[src/design/spi_slave_pkg.sv]
package spi_slave_pkg;

    // host side word
    localparam int word_bits = 32;

    // character widths, shift registers are sized for the widest one
    localparam int char_min_bits = 8;
    localparam int char_max_bits = 16;

    // characters packed into one word, first character in the low lane
    localparam int chars_per_word_8  = word_bits / char_min_bits;
    localparam int chars_per_word_16 = word_bits / char_max_bits;

    localparam int bit_idx_bits  = $clog2(char_max_bits);
    localparam int char_idx_bits = $clog2(chars_per_word_8);

    // flops per pin synchronizer
    localparam int sync_stages = 2;

    // sent on MISO while no tx word is loaded
    localparam logic [char_max_bits-1:0] idle_char = '1;
    localparam logic [word_bits-1:0] idle_word = {chars_per_word_16{idle_char}};

    // {cpol, cpha}
    typedef enum logic [1:0] {
        spi_mode_0 = 2'b00,
        spi_mode_1 = 2'b01,
        spi_mode_2 = 2'b10,
        spi_mode_3 = 2'b11
    } spi_mode_t;

endpackage

[src/design/spi_pin_sync.sv]
module spi_pin_sync
    import spi_slave_pkg::*;
(
    input  logic S_REV,
    input  logic S_RESETN,
    input  logic enable,
    input  logic cpol,
    input  logic cpha,
    input  logic spi_sck,
    input  logic spi_cs,
    input  logic spi_mosi,
    output logic cs_active,
    output logic cs_start,
    output logic sample_edge,
    output logic shift_edge,
    output logic mosi_s
);

    logic [sync_stages-1:0] sck_sync;
    logic [sync_stages-1:0] cs_sync;
    logic [sync_stages-1:0] mosi_sync;
    logic                   sck_prev;
    logic                   sck_s;
    logic                   sck_rise;
    logic                   sck_fall;
    logic                   cs_now;
    logic                   rise_samples;
    spi_mode_t              mode;

    assign sck_s    = sck_sync[sync_stages-1];
    assign mosi_s   = mosi_sync[sync_stages-1];
    assign sck_rise = sck_s & ~sck_prev;
    assign sck_fall = ~sck_s & sck_prev;
    assign cs_now   = enable & ~cs_sync[sync_stages-1]; // cs is active low
    assign mode     = spi_mode_t'({cpol, cpha});

    // leading edge samples for cpha 0, trailing edge for cpha 1
    always_comb begin
        case (mode)
            spi_mode_0: rise_samples = 1'b1;
            spi_mode_1: rise_samples = 1'b0;
            spi_mode_2: rise_samples = 1'b0;
            spi_mode_3: rise_samples = 1'b1;
            default:    rise_samples = 1'b1;
        endcase
    end

    always_ff @(posedge S_REV or negedge S_RESETN) begin
        if (!S_RESETN) begin
            sck_sync    <= '0;
            cs_sync     <= '1;  // deselected
            mosi_sync   <= '0;
            sck_prev    <= 1'b0;
            cs_active   <= 1'b0;
            cs_start    <= 1'b0;
            sample_edge <= 1'b0;
            shift_edge  <= 1'b0;
        end else begin
            sck_sync    <= {sck_sync[sync_stages-2:0], spi_sck};
            cs_sync     <= {cs_sync[sync_stages-2:0], spi_cs};
            mosi_sync   <= {mosi_sync[sync_stages-2:0], spi_mosi};
            sck_prev    <= sck_s;
            cs_active   <= cs_now;
            cs_start    <= cs_now & ~cs_active;
            sample_edge <= cs_now & (rise_samples ? sck_rise : sck_fall);
            shift_edge  <= cs_now & (rise_samples ? sck_fall : sck_rise);
        end
    end

endmodule

[src/design/spi_slave_trx_char.sv]
module spi_slave_trx_char
    import spi_slave_pkg::*;
(
    input  logic                     S_REV,
    input  logic                     S_RESETN,
    input  logic                     cpha,
    input  logic                     lsb_first,
    input  logic                     char_16,
    input  logic                     cs_active,
    input  logic                     cs_start,
    input  logic                     sample_edge,
    input  logic                     shift_edge,
    input  logic                     mosi_s,
    input  logic [char_max_bits-1:0] tx_char,
    output logic [char_max_bits-1:0] rx_char,
    output logic                     char_done,
    output logic                     spi_miso
);

    logic [bit_idx_bits-1:0]  bit_idx;
    logic [bit_idx_bits-1:0]  top_idx;
    logic [bit_idx_bits-1:0]  start_idx;
    logic [bit_idx_bits-1:0]  last_idx;
    logic [char_max_bits-1:0] rx_shift;
    logic                     hold_first;
    logic                     at_last;

    assign top_idx   = char_16 ? bit_idx_bits'(char_max_bits - 1)
                               : bit_idx_bits'(char_min_bits - 1);
    assign start_idx = lsb_first ? '0 : top_idx;
    assign last_idx  = lsb_first ? top_idx : '0;
    assign at_last   = (bit_idx == last_idx);

    assign rx_char  = rx_shift;
    assign spi_miso = cs_active ? tx_char[bit_idx] : 1'b1; // idle high when deselected

    always_ff @(posedge S_REV or negedge S_RESETN) begin
        if (!S_RESETN) begin
            bit_idx    <= '0;
            hold_first <= 1'b0;
            char_done  <= 1'b0;
        end else begin
            char_done <= 1'b0;
            if (cs_start) begin
                bit_idx    <= start_idx;
                hold_first <= cpha; // first shift only presents bit 0
            end else if (cs_active) begin
                if (sample_edge && at_last) begin
                    char_done <= 1'b1;
                end
                if (shift_edge) begin
                    if (hold_first) begin
                        hold_first <= 1'b0;
                    end else if (at_last) begin
                        bit_idx <= start_idx; // next character
                    end else if (lsb_first) begin
                        bit_idx <= bit_idx + 1'b1;
                    end else begin
                        bit_idx <= bit_idx - 1'b1;
                    end
                end
            end
        end
    end

    // receive bits land at their final position, no shifting needed
    always_ff @(posedge S_REV) begin
        if (cs_active && sample_edge) begin
            rx_shift[bit_idx] <= mosi_s;
        end
    end

endmodule

[src/design/spi_char_packer.sv]
module spi_char_packer
    import spi_slave_pkg::*;
(
    input  logic                     S_REV,
    input  logic                     S_RESETN,
    input  logic                     char_16,
    input  logic                     cs_active,
    input  logic                     cs_start,
    input  logic                     char_done,
    input  logic [char_max_bits-1:0] rx_char,
    input  logic                     rx_ready,
    input  logic                     tx_valid,
    input  logic [word_bits-1:0]     tx_word,
    output logic                     rx_valid,
    output logic [word_bits-1:0]     rx_word,
    output logic                     rx_overrun,
    output logic                     tx_ready,
    output logic [char_max_bits-1:0] tx_char
);

    logic [char_idx_bits-1:0] char_idx;
    logic [char_idx_bits-1:0] last_char;
    logic [word_bits-1:0]     asm_word;
    logic [word_bits-1:0]     asm_next;
    logic [word_bits-1:0]     hold_word;
    logic [word_bits-1:0]     cur_word;
    logic                     hold_full;
    logic                     word_end;
    logic                     rx_load;
    logic                     tx_take;

    assign last_char = char_16 ? char_idx_bits'(chars_per_word_16 - 1)
                               : char_idx_bits'(chars_per_word_8 - 1);
    assign word_end  = cs_active && char_done && (char_idx == last_char);
    assign rx_load   = word_end && (!rx_valid || rx_ready);
    assign tx_ready  = ~hold_full;
    assign tx_take   = tx_valid && !hold_full;

    // current character merged into its lane
    always_comb begin
        asm_next = asm_word;
        if (char_16) begin
            asm_next[int'(char_idx[0])*char_max_bits +: char_max_bits] = rx_char;
        end else begin
            asm_next[int'(char_idx)*char_min_bits +: char_min_bits] =
                rx_char[char_min_bits-1:0];
        end
    end

    always_comb begin
        if (char_16) begin
            tx_char = cur_word[int'(char_idx[0])*char_max_bits +: char_max_bits];
        end else begin
            tx_char = {idle_char[char_max_bits-1:char_min_bits],
                       cur_word[int'(char_idx)*char_min_bits +: char_min_bits]};
        end
    end

    always_ff @(posedge S_REV or negedge S_RESETN) begin
        if (!S_RESETN) begin
            char_idx   <= '0;
            asm_word   <= '0;
            cur_word   <= idle_word;
            hold_full  <= 1'b0;
            rx_valid   <= 1'b0;
            rx_overrun <= 1'b0;
        end else begin
            rx_overrun <= 1'b0;
            if (rx_valid && rx_ready) begin
                rx_valid <= 1'b0;
            end
            if (tx_take) begin
                hold_full <= 1'b1;
            end
            if (!cs_active) begin
                char_idx <= '0;  // partial word is lost
                asm_word <= '0;
                cur_word <= idle_word;
            end else begin
                if (cs_start || word_end) begin
                    cur_word  <= hold_full ? hold_word : idle_word;
                    hold_full <= tx_take; // a word taken now stays held
                end
                if (word_end) begin
                    char_idx <= '0;
                    asm_word <= '0;
                    if (rx_load) begin
                        rx_valid <= 1'b1;
                    end else begin
                        rx_overrun <= 1'b1; // held word kept, new one dropped
                    end
                end else if (char_done) begin
                    char_idx <= char_idx + 1'b1;
                    asm_word <= asm_next;
                end
            end
        end
    end

    always_ff @(posedge S_REV) begin
        if (rx_load) begin
            rx_word <= asm_next;
        end
        if (tx_take) begin
            hold_word <= tx_word;
        end
    end

endmodule

[src/design/spi_slave_top.sv]
module spi_slave_top
    import spi_slave_pkg::*;
(
    input  logic                 S_REV,
    input  logic                 S_RESETN,
    input  logic                 enable,
    input  logic                 cpol,
    input  logic                 cpha,
    input  logic                 lsb_first,
    input  logic                 char_16,
    input  logic                 spi_sck,
    input  logic                 spi_cs,
    input  logic                 spi_mosi,
    output logic                 spi_miso,
    input  logic                 rx_ready,
    output logic                 rx_valid,
    output logic [word_bits-1:0] rx_word,
    output logic                 rx_overrun,
    input  logic                 tx_valid,
    input  logic [word_bits-1:0] tx_word,
    output logic                 tx_ready
);

    logic                     cs_active;
    logic                     cs_start;
    logic                     sample_edge;
    logic                     shift_edge;
    logic                     mosi_s;
    logic                     char_done;
    logic [char_max_bits-1:0] rx_char;
    logic [char_max_bits-1:0] tx_char;

    spi_pin_sync u_pin_sync (
        .S_REV       (S_REV),
        .S_RESETN    (S_RESETN),
        .enable      (enable),
        .cpol        (cpol),
        .cpha        (cpha),
        .spi_sck     (spi_sck),
        .spi_cs      (spi_cs),
        .spi_mosi    (spi_mosi),
        .cs_active   (cs_active),
        .cs_start    (cs_start),
        .sample_edge (sample_edge),
        .shift_edge  (shift_edge),
        .mosi_s      (mosi_s)
    );

    spi_slave_trx_char u_trx_char (
        .S_REV       (S_REV),
        .S_RESETN    (S_RESETN),
        .cpha        (cpha),
        .lsb_first   (lsb_first),
        .char_16     (char_16),
        .cs_active   (cs_active),
        .cs_start    (cs_start),
        .sample_edge (sample_edge),
        .shift_edge  (shift_edge),
        .mosi_s      (mosi_s),
        .tx_char     (tx_char),
        .rx_char     (rx_char),
        .char_done   (char_done),
        .spi_miso    (spi_miso)
    );

    spi_char_packer u_packer (
        .S_REV      (S_REV),
        .S_RESETN   (S_RESETN),
        .char_16    (char_16),
        .cs_active  (cs_active),
        .cs_start   (cs_start),
        .char_done  (char_done),
        .rx_char    (rx_char),
        .rx_ready   (rx_ready),
        .tx_valid   (tx_valid),
        .tx_word    (tx_word),
        .rx_valid   (rx_valid),
        .rx_word    (rx_word),
        .rx_overrun (rx_overrun),
        .tx_ready   (tx_ready),
        .tx_char    (tx_char)
    );

endmodule

[config.mk]
export PLATFORM = sky130hd
export DESIGN_NAME = spi_slave_top
export DESIGN_NICKNAME = d
export VERILOG_FILES = /design/src/design/spi_slave_pkg.sv /design/src/design/spi_pin_sync.sv /design/src/design/spi_slave_trx_char.sv /design/src/design/spi_char_packer.sv /design/src/design/spi_slave_top.sv
export SDC_FILE = /design/constraint.sdc
export NUM_CORES = 1
export LEC_CHECK = 0
export BUFFER_PORTS_ARGS = -buffer_cell sky130_fd_sc_hd__buf_2
export CAP_MARGIN = 20
export CORE_UTILIZATION = 40
export CTS_CLUSTER_DIAMETER = 60
export CTS_CLUSTER_SIZE = 14
export DETAILED_ROUTE_END_ITERATION = 12
export GPL_TIMING_DRIVEN = 1
export PLACE_DENSITY_LB_ADDON = 0.1
export SYNTH_ARGS = -nofsm -noshare
export SYNTH_HDL_FRONTEND = slang
export SYNTH_HIERARCHICAL = 1
export SYNTH_SLANG_ARGS = --single-unit
[constraint.sdc]
create_clock -name S_REV -period 3.25 [get_ports S_REV]
set_input_delay 0.4875 -clock S_REV [delete_from_list [all_inputs] [get_ports S_REV]]
set_output_delay 0.4875 -clock S_REV [all_outputs]
set_load 0.02 [all_outputs]
==> metrics.md, run 1 <==
| Metric | Value |
|---|---|
| Hold Crit Class | input port to flip-flop |
| ANT nets after route | 0 |
| Initial antenna violation count | 0 |
| CTS Sinks | about 170 |
| Max Fclk | 306 MHz |
| First-pass GRT wire length | between 20000 and 30000 um |
| Largest net degree at the start of global routing | 64 |
| Post-Syn Nets | 685 |
| Yosys cell types | 61 |
| Setup-failing EPs final | 1 |
| R2R Setup Slk | ~0.70 ns |
| HPWL Detailed | roughly 11000 um |
| Placed cells | 950 |
| CP Capture Type | output pin |
| CP Launch Type | flip-flop |
| Die width | ~140 um |
| Vias in the first global route | between 5000 and 6000 |
| Initial DRC count | approximately 380 |
| Core Rows | 50 |
| I/O pin count | 80 |
| Fin area | about 0.0091 mm^2 |
| Crit share post-route | 1.01 |
| DR vias | ~5300 |
| Post-layout util | 0.479 |
| Share of cells above drive strength 1 | 0.261 |
| Status | finished, violations left |
| Worst EP arrival | 2.78 ns |
| Final Power | between 4 and 5 mW |
| PortBufs | just under 80 |
| Worst setup margin | -0.0190 ns |
| Root buf cell | clkbuf_16 |
| Routability congestion estimate | 0.788 |
| Final Hold Vio Count | 0 |
| Height of the die | between 100 and 150 um |
| Syn_area_per_cell | 12.3 um^2 |
| Core Footprint | 0.0189 mm^2 |
| Slew Limit Fails | 0 |
| Synth area leaders | edfxtp_1, dfrtp_1, dfstp_2, mux2i_1, nor2_1 |
| Worst slew margin | 0.430 |
| Final TNS setup | -0.0190 ns |
| Non-filler cells, final | just under 1000 |
| Detailed Routing Iterations Pass 1 | 5 |
| Maximum clock insertion buffer count | 2 |
| CTS tree | done |
| LEAKAGE | 3.58 nW |
| Post-synth EDFFs | 80 |
| Drc violations | 0 |
| Worst EP required | ~2.8 ns |
| Worst-path clk slew | roughly 0.060 ns |
| Layout area overhead | 16.2% |
| Hold Slack | about 0.16 ns |
| Failing checks | negative setup slack |
| Total CTS buffers | 17 |
| Ys Warns | 6 |
| Hold path cells | 1 |
| FF-to-FF path depth | 5 |
| Worst-skew pair later-pin latency | approximately 0.43 ns |
| Syn Inst Count | 633 |
| Total GRT Usage | 0.179 |
| Number of vias per cell | ~5.3 |
| Tightest Pin Transition | ~0.85 ns |
| WL final | about 17000 um |
| Max H-tree Level | 4 |
| Synth Cell Area | just under 0.008 mm^2 |
| CTS hold repair buffers | 0 |
| Nets@finish | between 700 and 800 |
| Routed len/inst | around 17 um |
| Most common library cells after synthesis | nor2_1, edfxtp_1, mux2i_1 |
| Area share of the largest cell type after synthesis | 0.308 |
| Final Critical Period | about 3.3 ns |
| Most common cell in the netlist | nor2_1 |
| N_diodes | 0 |
| Post-Place Worst Slack | around 0.2 ns |
| Critical setup path kind | flip-flop to output pin |
| Die footprint | 0.0200 mm^2 |
| Pwr dens | around 500 mW/mm^2 |
| Layout fillers | between 1500 and 2000 |
| Area post-placement | roughly 0.0085 mm^2 |
| Worst Path Max Fanout | 6 |
| Async S/R FF share, synth | 0.518 |
| RSZ-0062 raised after global routing | yes |
| Post-synthesis sequential area ratio | 0.590 |
| Overflow left after global routing | 0 |
| Max cap viols | 0 |
| Worst vdd ir | 346 uV |
| Most used DFF post-synth | edfxtp_1 |
| Starting Density | 0.413 |
| Synth Register Bits | around 170 |
| Leading area contributor after synthesis | edfxtp_1 |
| Clock Skew | between 0.008 and 0.009 ns |
==> metal layers <==
layer,vias up,global-route usage,part of all wire
met1,2580,0.228,0.44
met5,-,0,0
met2,141,0.302,0.50
met3,26,0.0331,0.039
li1,2507,-,-
met4,0,0.0747,0.020
==> cells by family after synthesis <==
kind of cell	Yosys count	share of synthesized area
AND/OR/NAND/NOR	212	0.129
flip-flops	166	0.590
AO/OA/AOI/OAI	119	0.125
multiplexers	72	0.102
buffers and inverters	50	0.0321
adder cells (fa/ha/maj)	8	0.0138
XOR/XNOR	6	0.00867
==> state kept, by name, summed over array words and instances (netlist names), 2 cells and up <==
register / flops
u_packer/asm_word: 32
u_packer/char_idx: 2
u_packer/cur_word: 32
u_packer/hold_word: 32
u_packer/rx_word: 32
u_pin_sync/cs_sync: 2
u_pin_sync/mosi_sync: 2
u_pin_sync/sck_sync: 2
u_trx_char/bit_idx: 4
u_trx_char/rx_char: 16
==> final cells by class <==
cell class / instances / area (um^2) / share of cell area
Clock buffer: 19 / 443 / 0.0489
Clock inverter: 13 / 98.8 / 0.0109
Inverter: 9 / 33.8 / 0.00373
Multi-Input combinational cell: 417 / 2960 / 0.327
Sequential cell: 166 / 4600 / 0.508
Tap cell: 260 / 325 / 0.0359
Timing Repair Buffer: 100 / 594 / 0.0656
==> power breakdown <==
group | internal (mW) | leakage [nW] | switching, mW
Combinational | 0.124 | 1.54 | 0.166
Clock | 1.01 | 0.262 | 0.844
Sequential | 2.25 | 1.78 | 0.0549
Total | 3.37 | 3.58 | 1.07
==> final timing paths <==
kind	startpoint	endpoint
max	u_packer/char_idx[1]	spi_miso
min in group asynchronous	S_RESETN	u_packer/asm_word[19]
max in group asynchronous	S_RESETN	u_packer/cur_word[28]
min reg2reg	u_pin_sync/mosi_sync[0]	u_pin_sync/mosi_sync[1]
max reg2reg	u_packer/char_idx[0]	u_packer/rx_word[30]
min	spi_cs	u_pin_sync/cs_sync[0]
==> worst max-delay path, cell delays in order, from the launching register on <==
cell      delay, ns
dfrtp_2        0.39
buf_6          0.13
mux2_2         0.33
o211ai_1       0.15
o21ai_0        0.10
mux4_2         0.46
mux4_2         0.49
nand2b_4       0.16
buf_6          0.14
==> timing repair <==
action,4_1_cts,5_1_grt
pin swaps,0,1
hold endpoints to repair,0,0
gates resized for setup,10,2
setup endpoints to repair,1,1
setup buffers,2,0
==> layout by cell type (no fill, tap or decap), types with 3 or more instances in the layout <==
| master | count |
|---|---|
| a221o_1 | 9 |
| o21ai_1 | 7 |
| buf_2 | 77 |
| o31ai_1 | 15 |
| clkinvlp_4 | 3 |
| edfxtp_1 | 80 |
| xnor2_1 | 4 |
| buf_6 | 3 |
| a21oi_1 | 4 |
| clkbuf_16 | 17 |
| clkinv_2 | 3 |
| nor2_1 | 96 |
| nand2_1 | 44 |
| a22o_1 | 17 |
| clkinv_4 | 3 |
| nor4bb_1 | 3 |
| buf_4 | 18 |
| dfstp_2 | 34 |
| mux2_2 | 8 |
| a211oi_1 | 15 |
| o211ai_1 | 8 |
| inv_1 | 7 |
| nor3_1 | 8 |
| o21ai_0 | 4 |
| ha_1 | 7 |
| and2_1 | 13 |
| nor2b_1 | 16 |
| dfrtp_1 | 50 |
| a32o_1 | 9 |
| a221oi_1 | 15 |
| mux2i_1 | 59 |
| mux4_2 | 5 |
| nand2b_1 | 12 |
(Power assumes the default switching activity.)
==> inputs of run 2 (changes only) <==
--- a/config.mk
+++ b/config.mk
@@ -12,6 +12,7 @@
 export CTS_CLUSTER_SIZE = 14
 export DETAILED_ROUTE_END_ITERATION = 12
 export GPL_TIMING_DRIVEN = 1
+export MAX_ROUTING_LAYER = met4
 export PLACE_DENSITY_LB_ADDON = 0.1
 export SYNTH_ARGS = -nofsm -noshare
 export SYNTH_HDL_FRONTEND = slang
==> run 2 against run 1 <==
Against the previous run:
- the flow still finishes with violations (negative setup slack)
- die area is the same
- first-iteration DRC count shrank 8.0%
- worst setup slack lost 0.0049 ns
- non-clock buffer count is the same
- sequential power is essentially flat
- clock power is essentially flat
- register-to-register slack gained 0.04 ns
- wire length shrank 0.42%
- design area is the same
- clock-buffer cell count is the same
- sequential cell count is the same
- critical path type unchanged
- largest cell class unchanged
==> metrics.md, run 2 (same netlist as run 1, synthesis figures left out) <==
| Metric | Value |
|---|---|
| Slew Limit Fails | 0 (unchanged) |
| I/O pin count | 80 (unchanged) |
| CP Capture Type | output pin |
| CP Launch Type | flip-flop |
| Layout fillers | 1718 (unchanged) |
| Detailed Routing Iterations Pass 1 | 5 (unchanged) |
| Routability congestion estimate | 0.799 (+1.4%) |
| Most common cell after layout, fill and taps aside | nor2_1 |
| Starting Density | 0.413 (unchanged) |
| Number of vias per cell | 5.31 (-0.63%) |
| N_diodes | 0 (unchanged) |
| Max Fclk | 305 MHz (-0.15%) |
| Placed cells | 950 (unchanged) |
| Setup-failing EPs final | 1 (unchanged) |
| Most frequent cells in the layout | nor2_1, edfxtp_1, buf_2 |
| Nets@finish | 763 (unchanged) |
| Worst EP required | 2.76 ns (about the same) |
| WL final | 16500 um (-0.42%) |
| Worst setup margin | -0.0239 ns (-0.00492 ns) |
| Worst vdd ir | 350 uV (+1.1%) |
| Crit share post-route | 1.01 (+0.00151) |
| Die footprint | 0.0200 mm^2 (unchanged) |
| Core Rows | 50 (unchanged) |
| Initial DRC count | 345 (-8.0%) |
| Drc violations | 0 (unchanged) |
| Largest net degree at the start of global routing | 64 (unchanged) |
| Clock Skew | 0.0120 ns (+0.00390 ns) |
| First-pass GRT wire length | 27700 um (about the same) |
| Critical setup path kind | flip-flop to output pin |
| Total CTS buffers | 17 (unchanged) |
| Worst slew margin | 0.425 (-0.00577) |
| ANT nets after route | 0 (unchanged) |
| Pwr dens | 490 mW/mm^2 (about the same) |
| PortBufs | 79 (unchanged) |
| Most used routing layer | met2 |
| Failing checks | negative setup slack |
| Status | finished, violations left |
| Post-Place Worst Slack | 0.200 ns (unchanged) |
| Max H-tree Level | 4 (unchanged) |
| Hold Slack | 0.156 ns (-0.00124 ns) |
| DR vias | 5221 (-0.63%) |
| Overflow left after global routing | 0 (unchanged) |
| RSZ-0062 raised after global routing | yes |
| CTS tree | done |
| Max cap viols | 0 (unchanged) |
| Layout area overhead | 16.2% (unchanged) |
| Hold Crit Class | input port to flip-flop |
| Met2 Resource Use GR | 0.301 (-0.00130) |
| Worst EP arrival | 2.79 ns (about the same) |
| Vias in the first global route | 5219 (-0.25%) |
| Worst-path clk slew | 0.06 ns (about the same) |
| Worst-skew pair later-pin latency | 0.43 ns (about the same) |
| Share of cells above drive strength 1 | 0.261 (unchanged) |
| HPWL Detailed | 11300 um (unchanged) |
| Met3 usage | 0.0324 (-0.000675) |
| LEAKAGE | 3.58 nW (unchanged) |
| Final Critical Period | 3.27 ns (+0.00492 ns) |
| Final Hold Vio Count | 0 (unchanged) |
| Worst Path Max Fanout | 6 (unchanged) |
| GR Util met1 | 0.230 (+0.00243) |
| Height of the die | 142 um (unchanged) |
| Core Footprint | 0.0189 mm^2 (unchanged) |
| Total GRT Usage | 0.185 (+0.00577) |
| Maximum clock insertion buffer count | 2 (unchanged) |
| Initial antenna violation count | 0 (unchanged) |
| Non-filler cells, final | 984 (unchanged) |
| Routed len/inst | 16.8 um (-0.42%) |
| Die width | 142 um (unchanged) |
| CTS Sinks | 166 (unchanged) |
| Root buf cell | clkbuf_16 |
| Tightest Pin Transition | 0.863 ns (+0.00866 ns) |
## run 2: final timing paths
kind | startpoint | to | slack (ns) | cells after the start
max in group asynchronous | S_RESETN | u_packer/cur_word[28] | 2.30 | 2
min reg2reg | u_pin_sync/mosi_sync[0] | u_pin_sync/mosi_sync[1] | 0.35 | 0
min | spi_cs | u_pin_sync/cs_sync[0] | 0.16 | 1
max | u_packer/char_idx[1] | spi_miso | -0.02 | 8
min in group asynchronous | S_RESETN | u_packer/asm_word[19] | 0.17 | 1
max reg2reg | u_packer/char_idx[0] | u_packer/asm_word[29] | 0.74 | 6
## run 2: power by group
| group | internal [mW] | switching (mW) |
|---|---|---|
| Sequential | 2.25 | 0.0544 |
| Clock | 1.00 | 0.843 |
| Combinational | 0.124 | 0.167 |
## run 2: repair_timing
item                                    CTS  global route
pin swaps                                 0             1
resized for setup                        10             2
setup buffers                             2             0
hold buffers                              0             0
endpoints found under the setup margin    1             1
## run 2: layout make-up
cell class                 count  area (um^2)  area share
sequential                   166         4600       0.508
multi-input combinational    417         2960       0.327
timing repair buffer         100          594      0.0656
clock buffer                  19          443      0.0489
tap                          260          325      0.0359
clock inverter                13         98.8      0.0109
inverter                       9         33.8     0.00373
## run 2: layer usage
metal / share of wire / wire, um / up-vias
li1: - / - / 2506
met1: 0.44 / 7290 / 2553
met2: 0.50 / 8190 / 139
met3: 0.040 / 654 / 23
met4: 0.021 / 352 / 0
met5: 0 / 0 / -
## run 2: through the flow
| stage | util | power, mW | TNS (ns) | area [um^2] |
|---|---|---|---|---|
| global placement | 0.449 | 2.63 | 0 | 8470 |
| detailed placement | 0.449 | 2.63 | 0 | 8470 |
| finish | 0.479 | 4.44 | -0.0239 | 9050 |
| floorplan | - | 2.53 | 0 | 7790 |
| global route | 0.479 | 4.63 | -0.170 | 9050 |
| CTS | 0.479 | 4.50 | -0.0337 | 9050 |
## run 2: worst max-delay path: stages (launching register included)
cell and delay, ns:
dfrtp_2 0.39, buf_6 0.13, mux2_2 0.33, o211ai_1 0.15, o21ai_1 0.08, mux4_2 0.47
mux4_2 0.50, nand2b_4 0.16, buf_6 0.14
==> inputs of run 3 (changes only) <==
--- a/config.mk
+++ b/config.mk
@@ -7,7 +7,7 @@
 export LEC_CHECK = 0
 export BUFFER_PORTS_ARGS = -buffer_cell sky130_fd_sc_hd__buf_2
 export CAP_MARGIN = 20
-export CORE_UTILIZATION = 40
+export CORE_UTILIZATION = 33
 export CTS_CLUSTER_DIAMETER = 60
 export CTS_CLUSTER_SIZE = 14
 export DETAILED_ROUTE_END_ITERATION = 12
==> run 3 against run 2 <==
Against the previous run:
- the flow still finishes with violations (negative setup slack)
- total power increased by 5.4%
- highest routed layer unchanged
- critical endpoint unchanged
- sequential power about the same
- clock-buffer cell count increased by 1
- combinational power about the same
- largest power group unchanged
- design area increased by 1.8%
- worst setup slack got worse by 0.035 ns
- first-iteration DRC count increased by 10%
- critical path type unchanged
==> metrics.md, run 3 (same netlist as run 1, synthesis figures left out) <==
| Metric | Value |
|---|---|
| Status | finished, violations left |
| Failing checks | negative setup slack |
| CTS tree | done |
| Layout area overhead | 18.3% |
| HP Start | spi_cs |
| CTS hold repair buffers | 0 (unchanged) |
| Worst-path clk slew | 0.07 ns (about the same) |
| PortBufs | 79 (unchanged) |
| Detailed Routing Iterations Pass 1 | 5 (unchanged) |
| Drc violations | 0 (unchanged) |
| Final Hold Vio Count | 0 (unchanged) |
| Buffers plus inverters on the worst setup path | 2 (unchanged) |
| RSZ-0062 raised after global routing | yes |
| Slew Limit Fails | 0 (unchanged) |
| Core Rows | 55 (+10%) |
| Worst-skew pair later-pin latency | 0.43 ns (about the same) |
| Vias in the first global route | 5274 (+1.1%) |
| Max cap viols | 0 (unchanged) |
| Most frequent cells in the layout | nor2_1, edfxtp_1, buf_2 |
| Critical setup path kind | flip-flop to output pin |
| Hold Slack | 0.159 ns (+0.00286 ns) |
| Initial antenna violation count | 0 (unchanged) |
| CP most frequent cell | mux4_2 |
| Root buf cell | clkbuf_16 |
| ANT nets after route | 0 (unchanged) |
| Max H-tree Level | 4 (unchanged) |
| Tightest Pin Transition | 0.960 ns (+0.0969 ns) |
| Critical path's slowest cell | mux4_2 |
| CP Capture Type | output pin |
| Total GRT Usage | 0.156 (-0.0288) |
| Initial DRC count | 381 (+10%) |
| Total CTS buffers | 17 (unchanged) |
| Routed len/inst | 16.8 um (+0.37%) |
| Overflow left after global routing | 0 (unchanged) |
| RR Startpoint | u_packer/char_idx[0] |
| Worst slew margin | 0.360 (-0.0646) |
| Crit-path leading delay family | multiplexers |
| N_diodes | 0 (unchanged) |
| Share of cells above drive strength 1 | 0.261 (+0.000298) |
| Nets@finish | 766 (+0.39%) |
| Routability congestion estimate | 0.844 (+5.7%) |
| Worst EP required | 2.76 ns (about the same) |
| Hold Crit Class | input port to flip-flop |
| Worst vdd ir | 275 uV (-21%) |
| WL final | 17500 um (+6.1%) |
| Worst EP arrival | 2.82 ns (+0.03 ns) |
| CP Cell Sequence | buf_12 -> mux2_2 -> o211ai_1 -> o21ai_1 -> mux4_2 -> mux4_2 -> nand2b_4 -> buf_6 |
| Max Fclk | 302 MHz (-1.1%) |
| Die footprint | 0.0242 mm^2 (+21%) |
| Die width | 156 um (+10%) |
| LEAKAGE | 3.62 nW (+1.4%) |
| CP Launch Type | flip-flop |
| CTS Sinks | 166 (unchanged) |
| Worst Path Max Fanout | 8 (+2) |
| Final Critical Period | 3.31 ns (+0.0349 ns) |
| Largest net degree at the start of global routing | 71 (+11%) |
| Starting Density | 0.340 (-0.0724) |
| Worst setup margin | -0.0588 ns (-0.0349 ns) |
| DR vias | 5256 (+0.67%) |
| Setup-failing EPs final | 1 (unchanged) |
| Fin area | 0.00922 mm^2 (+1.8%) |
| Most common cell after layout, fill and taps aside | nor2_1 |
| Crit share post-route | 1.02 (+0.0107) |
| First-pass GRT wire length | 28300 um (+2.0%) |
| Maximum clock insertion buffer count | 2 (unchanged) |
| Core Footprint | 0.0229 mm^2 (+21%) |
| HPWL Detailed | 11800 um (+4.5%) |
| Area post-placement | 0.00856 mm^2 (+1.0%) |
| Worst path max stage delay | 0.50 ns (about the same) |
| Critical Path Source | u_packer/char_idx[1] |
| Pwr dens | 508 mW/mm^2 (+3.5%) |
| Post-Place Worst Slack | 0.0770 ns (-0.123 ns) |
| Height of the die | 156 um (+10%) |
| Clock Skew | 0.00911 ns (-0.00288 ns) |
| I/O pin count | 80 (unchanged) |
| Number of vias per cell | 5.05 (-4.8%) |
[run 3: path summary, 6_finish.rpt]
check,to,slack [ns],depth (start not counted)
worst max-delay path,spi_miso,-0.06,8
worst min-delay path,u_pin_sync/cs_sync[0],0.16,1
worst max register to register,u_packer/rx_word[30],0.64,5
worst min register to register,u_pin_sync/mosi_sync[1],0.35,0
max in group asynchronous,u_packer/cur_word[16],2.17,2
min in group asynchronous,u_packer/asm_word[7],0.21,1
[run 3: per-stage QoR]
stage               setup TNS, ns  utilization  power [mW]  std cells
CTS                        -0.101        0.402        4.75       1040
global route               -0.183        0.402        4.87       1040
finish                    -0.0588        0.402        4.68       1040
detailed placement              0        0.374        2.64       1006
global placement                0        0.374        2.63       1006
floorplan                       0            -        2.53        633
[run 3: repair_timing]
action,in CTS,in global routing
buffers inserted,2,0
gates cloned,0,0
gates resized for setup,11,1
setup endpoints to repair,1,1
[run 3: cell type report]
type                    instances  area [um^2]
fillers                      2187        13700
flip-flops and latches        166         4600
multi-input cells             417         2960
repair buffers                103          626
clock buffers                  20          437
well taps                     313          392
clock inverters                12          170
inverters                       9         33.8
[run 3: where the power goes]
| group | switching [mW] | total [mW] | internal [mW] | leakage [nW] |
|---|---|---|---|---|
| Combinational | 0.169 | 0.293 | 0.125 | 1.56 |
| Sequential | 0.0566 | 2.30 | 2.25 | 1.78 |
| Clock | 0.857 | 2.09 | 1.23 | 0.291 |
[run 3: metal layers]
metal,track usage,share of wire,wire [um]
met1,0.191,0.45,7840
met3,0.0350,0.040,699
met5,-,0,0
met4,0.0532,0.019,332
met2,0.256,0.49,8620
